===== src/verilog/req_fmt_pkg.sv =====
package req_fmt_pkg;

  // opcodes used by the application in parsed mode
  typedef enum logic [4:0] {
    APP_READ  = 5'd0,
    APP_WRITE = 5'd1,
    APP_RPC   = 5'd2
  } app_op_t;

  localparam int req_bits = 256;  // one request word

  // application request, fields listed MSB first
  typedef struct packed {
    logic [63:0] params;
    logic [31:0] len;
    logic [47:0] rvaddr;
    logic [47:0] lvaddr;
    logic [28:0] rsrvd;
    logic        raw;     // 1 = opcode and fields taken as they are
    logic        host;    // overwritten by the parser
    logic [3:0]  region;  // overwritten by the parser
    logic [23:0] qp;
    logic [4:0]  op;
  } app_req_t;

  // RC request towards the network stack
  typedef struct packed {
    logic [63:0] params;
    logic [31:0] len;
    logic [47:0] rvaddr;
    logic [47:0] lvaddr;
    logic [29:0] rsrvd;   // always zero
    logic        host;
    logic [3:0]  region;
    logic [23:0] qp;
    logic [4:0]  op;
  } rc_req_t;

endpackage


===== src/verilog/req_arbiter.sv =====
`timescale 1ns/1ps

module req_arbiter (
  input  logic                 aclk,
  input  logic                 aresetn,
  input  req_fmt_pkg::rc_req_t a_data,
  input  logic                 a_valid,
  output logic                 a_ready,
  input  req_fmt_pkg::rc_req_t b_data,
  input  logic                 b_valid,
  output logic                 b_ready,
  output req_fmt_pkg::rc_req_t out_data,
  output logic                 out_valid,
  input  logic                 out_ready
);

  logic last_b;   // b won the last transfer
  logic locked;   // grant held while a stalled word waits
  logic grant_b;  // grant captured at stall
  logic sel_b;

  always_comb begin
    if (locked) begin
      sel_b = grant_b;
    end else if (a_valid && b_valid) begin
      sel_b = !last_b;  // favour whoever did not go last
    end else begin
      sel_b = b_valid;
    end
  end

  assign out_valid = sel_b ? b_valid : a_valid;
  assign out_data  = sel_b ? b_data : a_data;
  assign a_ready   = !sel_b && out_ready;
  assign b_ready   = sel_b && out_ready;

  always_ff @(posedge aclk, negedge aresetn) begin
    if (!aresetn) begin
      last_b  <= 1'b1;  // a goes first after reset
      locked  <= 1'b0;
      grant_b <= 1'b0;
    end else if (out_valid && out_ready) begin
      last_b <= sel_b;
      locked <= 1'b0;
    end else if (out_valid) begin
      locked  <= 1'b1;
      grant_b <= sel_b;
    end
  end

  a_grant_hold : assert property (@(posedge aclk) disable iff (!aresetn)
    out_valid && !out_ready |=> sel_b == $past(sel_b))
    else $error("arbiter grant moved during a stall");

endmodule


===== config.mk =====
export PLATFORM = sky130hd
export DESIGN_NAME = req_arbiter
export DESIGN_NICKNAME = d
export VERILOG_FILES = /design/src/verilog/req_fmt_pkg.sv /design/src/verilog/req_arbiter.sv
export SDC_FILE = /design/constraint.sdc
export NUM_CORES = 1
export LEC_CHECK = 0
export ABC_AREA = 1
export BUFFER_PORTS_ARGS = -buffer_cell sky130_fd_sc_hd__buf_4
export CAP_MARGIN = 5
export CORE_AREA = 4 4 299 301
export DETAILED_ROUTE_END_ITERATION = 16
export DIE_AREA = 0 0 303 305
export GPL_TIMING_DRIVEN = 0
export PLACE_DENSITY_LB_ADDON = 0.25
export SLEW_MARGIN = 20
export SYNTH_ARGS = -nofsm -noshare
export SYNTH_HDL_FRONTEND = slang
export SYNTH_SLANG_ARGS = --single-unit

===== constraint.sdc =====
create_clock -name aclk -period 3.8 [get_ports aclk]
set_input_delay 0.76 -clock aclk [delete_from_list [all_inputs] [get_ports aclk]]
set_output_delay 0.76 -clock aclk [all_outputs]
set_load 0.05 [all_outputs]

After elaboration in Yosys (flattened, before gate mapping)
Index checks and enable logic that the tools add are counted.

storage, ports and cells
  flip-flop bits (word level) = 3

cells by class
  reduce and logical (&&, ||, !) cells = 8
  mux-type cells = 6
  bitwise gates (word level) = 1

operators by type and width
  operator           count
  $mux 256           1
  $mux 1             5
  $logic_and 1x1->1  4
  $logic_not 1->1    2
  $reduce_and 2->1   1
  $reduce_bool 2->1  1
  $not 1->1          1

Longest topological paths before layout
Gate-level depths: netlist of run 1.

  depth in word-level cells = 7
  mapped depth = 8

Least setup slack after synthesis of run 1
No wires, ideal clock.

  path kind = input-to-output
  start = in a_valid
  end = out b_ready
  path slack = 1.149 ns
  data arrival time = 1.891 ns
  stages on the path = 6
  cell sequence = nand2_1 -> nand3_2 -> nand2_2 -> inv_2 -> buf_4 -> nor2_1

on the way
  word-level cells in the longest chain between the ends = 4

RTL lines
  item               RTL line           text
  start, declared    req_arbiter.sv:7   input logic a_valid,
  $logic_and 1x1->1  req_arbiter.sv:25  end else if (a_valid && b_valid) begin
  $mux 1             req_arbiter.sv:25
  $mux 1             req_arbiter.sv:23  if (locked) begin
  $logic_and 1x1->1  req_arbiter.sv:35  assign b_ready = sel_b && out_ready;
  end, declared      req_arbiter.sv:11  output logic b_ready,

Every way passes these cells.

==> impl_metrics.tcl, run 1 <==
set metrics [dict create \
    num-nets-final 2148 \
    port_buffers 775 \
    ys_seq_elements 3 \
    wl_mm 66.0 \
    worst_pin_slew_ns 0.892 \
    die_y_um 305 \
    synth_most_common_cell "nand2_1" \
    drt_iter0_drc 416 \
    grt_pass1_vias 8283 \
    drive_gt1_frac 0.513 \
    slowest_stage "buf_2" \
    synthToLayoutAreaGrowth_pct 218 \
    rsz0062_at_grt "no" \
    power_density_nw_per_um2 568 \
    hold_path.class "input pin to async pin" \
    grt_util_all_layers 0.132 \
    yosys.area.top_type "nand2_1" \
    syn_avg_cell_area_um2 3.96 \
    insertion_delay_ns 0.22 \
    cts_root_buffer "clkbuf_16" \
    syn_area_um2 3370 \
    worstPathCellList "buf_4, nand2_1, nand3_2, nand2_2, buf_2, buf_2, nand2_1, nand2_1, buf_4" \
    floorplan.rows 108 \
    yosysTopAreaCellShare 0.867 \
    vias 8081 \
    synthTopCellsByCount "778 x nand2_1, 46 x buf_2, 5 x buf_4" \
    reg2reg_depth 8 \
    clk_pin_slew_worst_paths_ns 0.03 \
    firstDrtPassIters 4 \
    cpPeakStageDelay_ns 0.42 \
    crit_cells 9 \
    final.period_utilization 0.908 \
    cp_max_fo 10 \
    power.leakage_uw 0.00634 \
    relSlewSlack 0.406 \
    cts_setup_buffers 0 \
    irDropWorstVdd_v 0.000198 \
    cts_tree "built" \
    die_area_um2 92400 \
    dp_hpwl_mm 61.9 \
    fin_skew_ns 0.000854 \
    cap_violations 0 \
    fin_util 0.124 \
    die-width_um 303 \
    crit_type "input pin to primary output" \
    endpoint_kind "primary output" \
    ys_seq_area_frac 0.0227 \
    cp.arrival_ns 2.69 \
    clock-sinks 3 \
    synth_flop_cell "dfrtp_1" \
    crit_required_ns 3.04 \
    cp-start-kind "input pin" \
    fin_setup_tns_ns 0 \
    hold_violations 0 \
    gp_routability_congestion 0.873 \
    yosysUniqueCellTypes 15 \
    vias_per_cell 2.90 \
    globalRouteOverflowTotal 0 \
    wl_per_cell_um 23.7 \
    postCtsHoldBufs 0 \
    grt_max_degree 11 \
    synth_fp_nets 1368 \
    ys_warn_count 0 \
    synthCells 851 \
    setup_viol_count_final 0 \
    initial_utilization 0.0389 \
    synth-edff-count 0 \
    fin_crit_ns 3.45 \
    grt_pass1_wl_mm 80.9 \
    htree_num_levels 1 \
    synthTopCellsByArea "nand2_1 87%, buf_2 6.8%, dfrtp_1 1.5%" \
    critPathTopFamily "buffers and inverters" \
    synthArstFlopShare 1.00 \
    outcome "finished clean" \
    ant_nets 0 \
    crit_top_cell "nand2_1" \
    core_um2 86600 \
    slew_viol_final 0 \
    io_pins 776 \
    cts.path.max_buffers 2 \
    clock.fmax_mhz 290 \
    numCtsBuffers 3 \
    critPathBufInv 4 \
    drc 0 \
    cts_resized 0 \
    antenna_found_initial 9 \
]
[worst register-to-register path, delay by kind of cell (launching register included)]
kind          cells  cell delay [ns]
flops             1             0.40
simple gates      5             0.88
buf+inv           3             0.44
[metal layers]
metal  wire, um  vias to the layer above  track usage
li1           -                     4065            -
met1      29200                     3550        0.172
met2      30200                      458        0.223
met3       6390                        6       0.0436
met4        116                        2      0.00407
met5         13                        -            0
[cells in the final DEF (no fill, tap or decap)]
master and count:
nor2_1 2, dfstp_2 1, nand4_1 1, inv_2 1, or2_2 1, buf_2 46, dfrtp_1 2, nand3_1 3
buf_6 2, nand2_2 1, clkbuf_1 4, nand2_1 778, clkbuf_16 3, inv_1 4, nand3_2 1, buf_4 780
diode_2 4
[sequential cells by signal, indices dropped and copies added, names as in the netlist]
signal and flops:
grant_b 1, last_b 1, locked 1
[stage by stage]
step           hold WS, ns  setup slack, ns  area [um2]  total power [uW]  cells
5_1_grt              0.319            0.226       10700              6420   2787
3_3_place_gp         0.468            0.227       10600              6110   2781
4_1_cts              0.322            0.278       10700              6280   2785
3_5_place_dp         0.468            0.285       10600              6100   2781
6_report             0.323            0.351       10700              6090   2789
2_1_floorplan        0.442             1.15        3370              3280    851
[path summary, 6_finish.rpt]
| kind | start | end | slack, ns |
|---|---|---|---|
| min in group aclk | last_b$_DFFE_PN1P_ | last_b$_DFFE_PN1P_ | 0.47 |
| min reg2reg | last_b$_DFFE_PN1P_ | last_b$_DFFE_PN1P_ | 0.47 |
| min | aresetn | locked$_DFFE_PN0P_ | 0.32 |
| max | a_valid | out_data[133] | 0.35 |
| max in group asynchronous | aresetn | last_b$_DFFE_PN1P_ | 3.29 |
| max reg2reg | locked$_DFFE_PN0P_ | last_b$_DFFE_PN1P_ | 2.02 |
[final cells by class]
type	count	area, um2
antenna	4	10.0
buffer	56	302
clock buffer	4	78.8
fill	10398	75900
inverter	5	18.8
multi-input combinational	787	2970
sequential	3	76.3
tap	1155	1450
timing repair buffer	775	5820
[where the power goes]
part	internal (uW)	switching (uW)
Clock	139	30.1
Combinational	1490	4380
Sequential	43.2	6.77
Total	1670	4420
[kinds of logic after synthesis]
family / Yosys count / synth area share
and+or+nand+nor: 787 / 0.882
DFF: 3 / 0.0227
buffers and inverters: 61 / 0.0951
Power figures use the tool's default switching activity.
==> run 2: changes to the inputs <==
Settings changed: CTS_BUF_LIST set to sky130_fd_sc_hd__clkbuf_4 sky130_fd_sc_hd__clkbuf_8.
==> impl_metrics.tcl, run 2 (synthesized netlist as in run 1, its figures left out) <==
set metrics [dict create \
    outcome "finished clean" \
    clock.fmax_mhz 291 \
    num-nets-final 2148 \
    die_area_um2 92400 \
    htree_num_levels 1 \
    cp.arrival_ns 2.68 \
    globalRouteOverflowTotal 0 \
    io_pins 776 \
    synthToLayoutAreaGrowth_pct 217 \
    wl_per_cell_um 23.6 \
    port_buffers 775 \
    fin_cells 2789 \
    layout_commonest_cell "buf_4" \
    fin_util 0.123 \
    crit_type "input pin to primary output" \
    cp_max_fo 10 \
    wl_mm 65.9 \
    grt_util_all_layers 0.132 \
    cap_violations 0 \
    fin_setup_tns_ns 0 \
    cts_tree "built" \
    postCtsHoldBufs 0 \
    floorplan.rows 108 \
    mostFrequentLayoutCells "780 x buf_4, 778 x nand2_1, 46 x buf_2, 4 x inv_1" \
    die-width_um 303 \
    cts_setup_buffers 0 \
    die_y_um 305 \
    drt_iter0_drc 421 \
    vias_per_cell 2.90 \
    initial_utilization 0.0389 \
    worstPathCellList "buf_4, nand2_1, nand3_2, nand2_2, buf_2, buf_2, nand2_1, nand2_1, buf_4" \
    crit_required_ns 3.04 \
    crit_top_cell "nand2_1" \
    dp_hpwl_mm 61.9 \
    cts_resized 0 \
    dp_cells 2781 \
    insertion_delay_ns 0.22 \
    setup_viol_count_final 0 \
    slew_viol_final 0 \
    drc 0 \
    gp_routability_congestion 0.873 \
    cp-start-kind "input pin" \
    slowest_stage "buf_2" \
    rsz0062_at_grt "no" \
    numCtsBuffers 3 \
    power_density_nw_per_um2 563 \
    final.period_utilization 0.905 \
    ant_nets 0 \
    cts.path.max_buffers 2 \
    fin_skew_ns 0.000337 \
    clock-sinks 3 \
    fin_crit_ns 3.44 \
    drive_gt1_frac 0.513 \
    reg.largest.list "grant_b x1, last_b x1, locked x1" \
    endpoint_kind "primary output" \
    cts_root_buffer "clkbuf_8" \
    grt_pass1_wl_mm 81.0 \
    antenna_found_initial 9 \
    core_um2 86600 \
    grt_pass1_vias 8279 \
    firstDrtPassIters 4 \
    hold_path.class "input pin to async pin" \
    irDropWorstVdd_v 0.000198 \
    clk_pin_slew_worst_paths_ns 0.03 \
    relSlewSlack 0.407 \
    grt_max_degree 11 \
    vias 8084 \
    cpPeakStageDelay_ns 0.42 \
    hold_violations 0 \
    n_fill_cell 10397 \
    worst_pin_slew_ns 0.889 \
    power.leakage_uw 0.00633 \
]
==> run 2: cell types whose count changed in the layout (fill, tap and decap cells not counted) <==
cell       change
clkbuf_4       +1
clkbuf_16      -3
clkbuf_8       +3
clkbuf_1       -1
==> run 2: power by group <==
part / switching [uW] / internal [uW] / total, uW
logic: 4380 / 1490 / 5870
registers: 6.89 / 43.2 / 50.1
clock network: 22.6 / 78.8 / 101
total: 4410 / 1610 / 6020
==> run 2: layer usage <==
| metal | part of all wire | up-vias | global-route usage |
|---|---|---|---|
| met5 | 0.00020 | - | 0 |
| met4 | 0.0018 | 2 | 0.00473 |
| met3 | 0.094 | 6 | 0.0436 |
| met2 | 0.46 | 456 | 0.223 |
| met1 | 0.44 | 3555 | 0.172 |
| li1 | - | 4065 | - |
==> run 2: stage by stage <==
step	hold WS [ns]	total power [uW]	setup slack [ns]	cell area, um2
2_1_floorplan	0.442	3280	1.15	3370
3_3_place_gp	0.468	6110	0.227	10600
3_5_place_dp	0.468	6100	0.285	10600
4_1_cts	0.325	6220	0.278	10700
5_1_grt	0.318	6360	0.226	10700
6_report	0.329	6020	0.361	10700
==> run 2: worst paths after layout <==
path | end | from | slack (ns) | cells past startpoint
setup / recovery | out_data[133] | a_valid | 0.36 | 9
hold / removal | locked$_DFFE_PN0P_ | aresetn | 0.33 | 1
setup reg to reg | last_b$_DFFE_PN1P_ | locked$_DFFE_PN0P_ | 1.98 | 8
hold reg to reg | last_b$_DFFE_PN1P_ | last_b$_DFFE_PN1P_ | 0.47 | 2
max in group asynchronous | last_b$_DFFE_PN1P_ | aresetn | 3.28 | 1
min in group aclk | last_b$_DFFE_PN1P_ | last_b$_DFFE_PN1P_ | 0.47 | 2
==> run 2: area by class of cell <==
class,count,area (um2),area share
Tap cell,1155,1450,0.135
Inverter,5,18.8,0.00176
Antenna cell,4,10.0,0.000936
Multi-Input combinational cell,787,2970,0.278
Timing Repair Buffer,775,5820,0.544
Sequential cell,3,76.3,0.00714
Buffer,56,302,0.0282
Clock buffer,4,48.8,0.00456
==> run 2: critical path: cells and delay by family <==
family | cells | cell delay, ns
buf+inv | 4 | 1.15
simple gates | 5 | 0.72
==> run 3: changes to the inputs <==
Settings changed: CORE_AREA 4 4 299 301 to 4 4 304 306, CTS_CLUSTER_DIAMETER set to 100, DIE_AREA 0 0 303 305 to 0 0 308 310.
Clock period 3.8 ns to 3.05 ns, I/O delays scaled along.
==> impl_metrics.tcl, run 3 (synthesized netlist as in run 1, its figures left out) <==
set metrics [dict create \
    outcome "finished clean" \
    crit_top_cell "nand2_1" \
    cts_tree "built" \
    final.period_utilization 0.944 \
    die_area_um2 95500 \
    cpPeakStageDelay_ns 0.32 \
    crit_start "a_valid" \
    critPathTopFamily "buffers and inverters" \
    slowest_stage "buf_2" \
    drc 0 \
    rsz0062_at_grt "no" \
    floorplan.rows 110 \
    cp_max_fo 10 \
    core_um2 89600 \
    slew_viol_final 0 \
    grt_max_degree 11 \
    worstPathCellList "buf_4, nand2_1, nand3_2, nand2_4, buf_2, buf_2, nand2_1, nand2_1, buf_4" \
    port_buffers 775 \
    worst_pin_slew_ns 0.567 \
    crit_type "input pin to primary output" \
    power.leakage_uw 0.00633 \
    die-width_um 308 \
    relSlewSlack 0.622 \
    grt_util_all_layers 0.112 \
    num-nets-final 2148 \
    cap_violations 0 \
    htree_num_levels 1 \
    numCtsBuffers 3 \
    clk_pin_slew_worst_paths_ns 0.03 \
    hold_violations 0 \
    grt_pass1_wl_mm 72.8 \
    mostFrequentLayoutCells "781 x buf_4, 778 x nand2_1, 41 x buf_2, 5 x clkbuf_4, 4 x inv_1" \
    synthToLayoutAreaGrowth_pct 219 \
    hold_path.class "input pin to async pin" \
    initial_utilization 0.0376 \
    wl_per_cell_um 20.9 \
    vias 8006 \
    cp-start-kind "input pin" \
    wl_mm 58.7 \
    critPathBufInv 4 \
    clock-sinks 3 \
    fin_crit_ns 2.88 \
    timing.hold.ws_ns 0.179 \
    p_total_uw 7230 \
    die_y_um 310 \
    drt_iter0_drc 349 \
    r2r_start "last_b$_DFFE_PN1P_" \
    gp_routability_congestion 0.834 \
    irDropWorstVdd_v 0.000154 \
    power_density_nw_per_um2 673 \
    cts_root_buffer "clkbuf_8" \
    globalRouteOverflowTotal 0 \
    io_pins 776 \
    antenna_found_initial 5 \
    cp.arrival_ns 2.27 \
    grt_pass1_vias 8041 \
    setup_viol_count_final 0 \
    ant_nets 0 \
    crit_required_ns 2.44 \
    insertion_delay_ns 0.21 \
    endpoint_kind "primary output" \
    placed_area_um2 10700 \
    reg.largest.list "grant_b x1, last_b x1, locked x1" \
    clock.fmax_mhz 347 \
    fin_skew_ns 0.00135 \
    dp_hpwl_mm 55.1 \
    fin_area_um2 10700 \
    vias_per_cell 2.85 \
    layout_commonest_cell "buf_4" \
    drive_gt1_frac 0.513 \
    cts.path.max_buffers 2 \
    firstDrtPassIters 4 \
]
[run 3: where the power goes]
part	leakage, uW	internal (uW)	switching, uW
combinational	0.00627	1870	5170
clock	0.0000262	97.8	24.5
sequential	0.0000359	53.8	7.22
[run 3: worst paths after layout]
kind	endpoint	slack [ns]	cells past startpoint
max in group asynchronous	last_b$_DFFE_PN1P_	2.68	1
min in group aclk	last_b$_DFFE_PN1P_	0.47	2
hold / removal	grant_b$_DFFE_PN0P_	0.18	1
hold reg to reg	last_b$_DFFE_PN1P_	0.47	2
setup reg to reg	last_b$_DFFE_PN1P_	1.43	8
setup / recovery	out_data[216]	0.17	9
[run 3: area by class of cell]
type | instances | area (um2)
buffer | 56 | 314
inverter | 5 | 21.3
timing repair buffer | 775 | 5820
antenna | 2 | 5.00
tap | 1176 | 1470
sequential | 3 | 76.3
multi-input combinational | 787 | 2980
clock buffer | 4 | 48.8
fill | 10715 | 78900
[run 3: routing by layer]
metal,track usage,wire length [um],vias up,share of wire
met5,0,13,-,0.00022
met4,0.00251,76,2,0.0013
met3,0.0324,5510,8,0.094
met2,0.195,27900,446,0.47
met1,0.145,25200,3484,0.43
li1,-,-,4066,-
[run 3: what timing repair did]
action,4_1_cts,5_1_grt
buffers inserted,0,0
setup endpoints to repair,114,10
resized for setup,3,4
hold buffers,0,0
[run 3: metrics by stage]
step / setup TNS, ns / setup WS, ns / util / cells
detailed placement: -3.44 / -0.204 / 0.119 / 2802
global route: 0 / 0.0272 / 0.120 / 2806
global placement: -2.34 / -0.186 / 0.119 / 2802
CTS: 0 / 0.0346 / 0.120 / 2806
floorplan: 0 / 0.699 / - / 851
finish: 0 / 0.170 / 0.120 / 2808
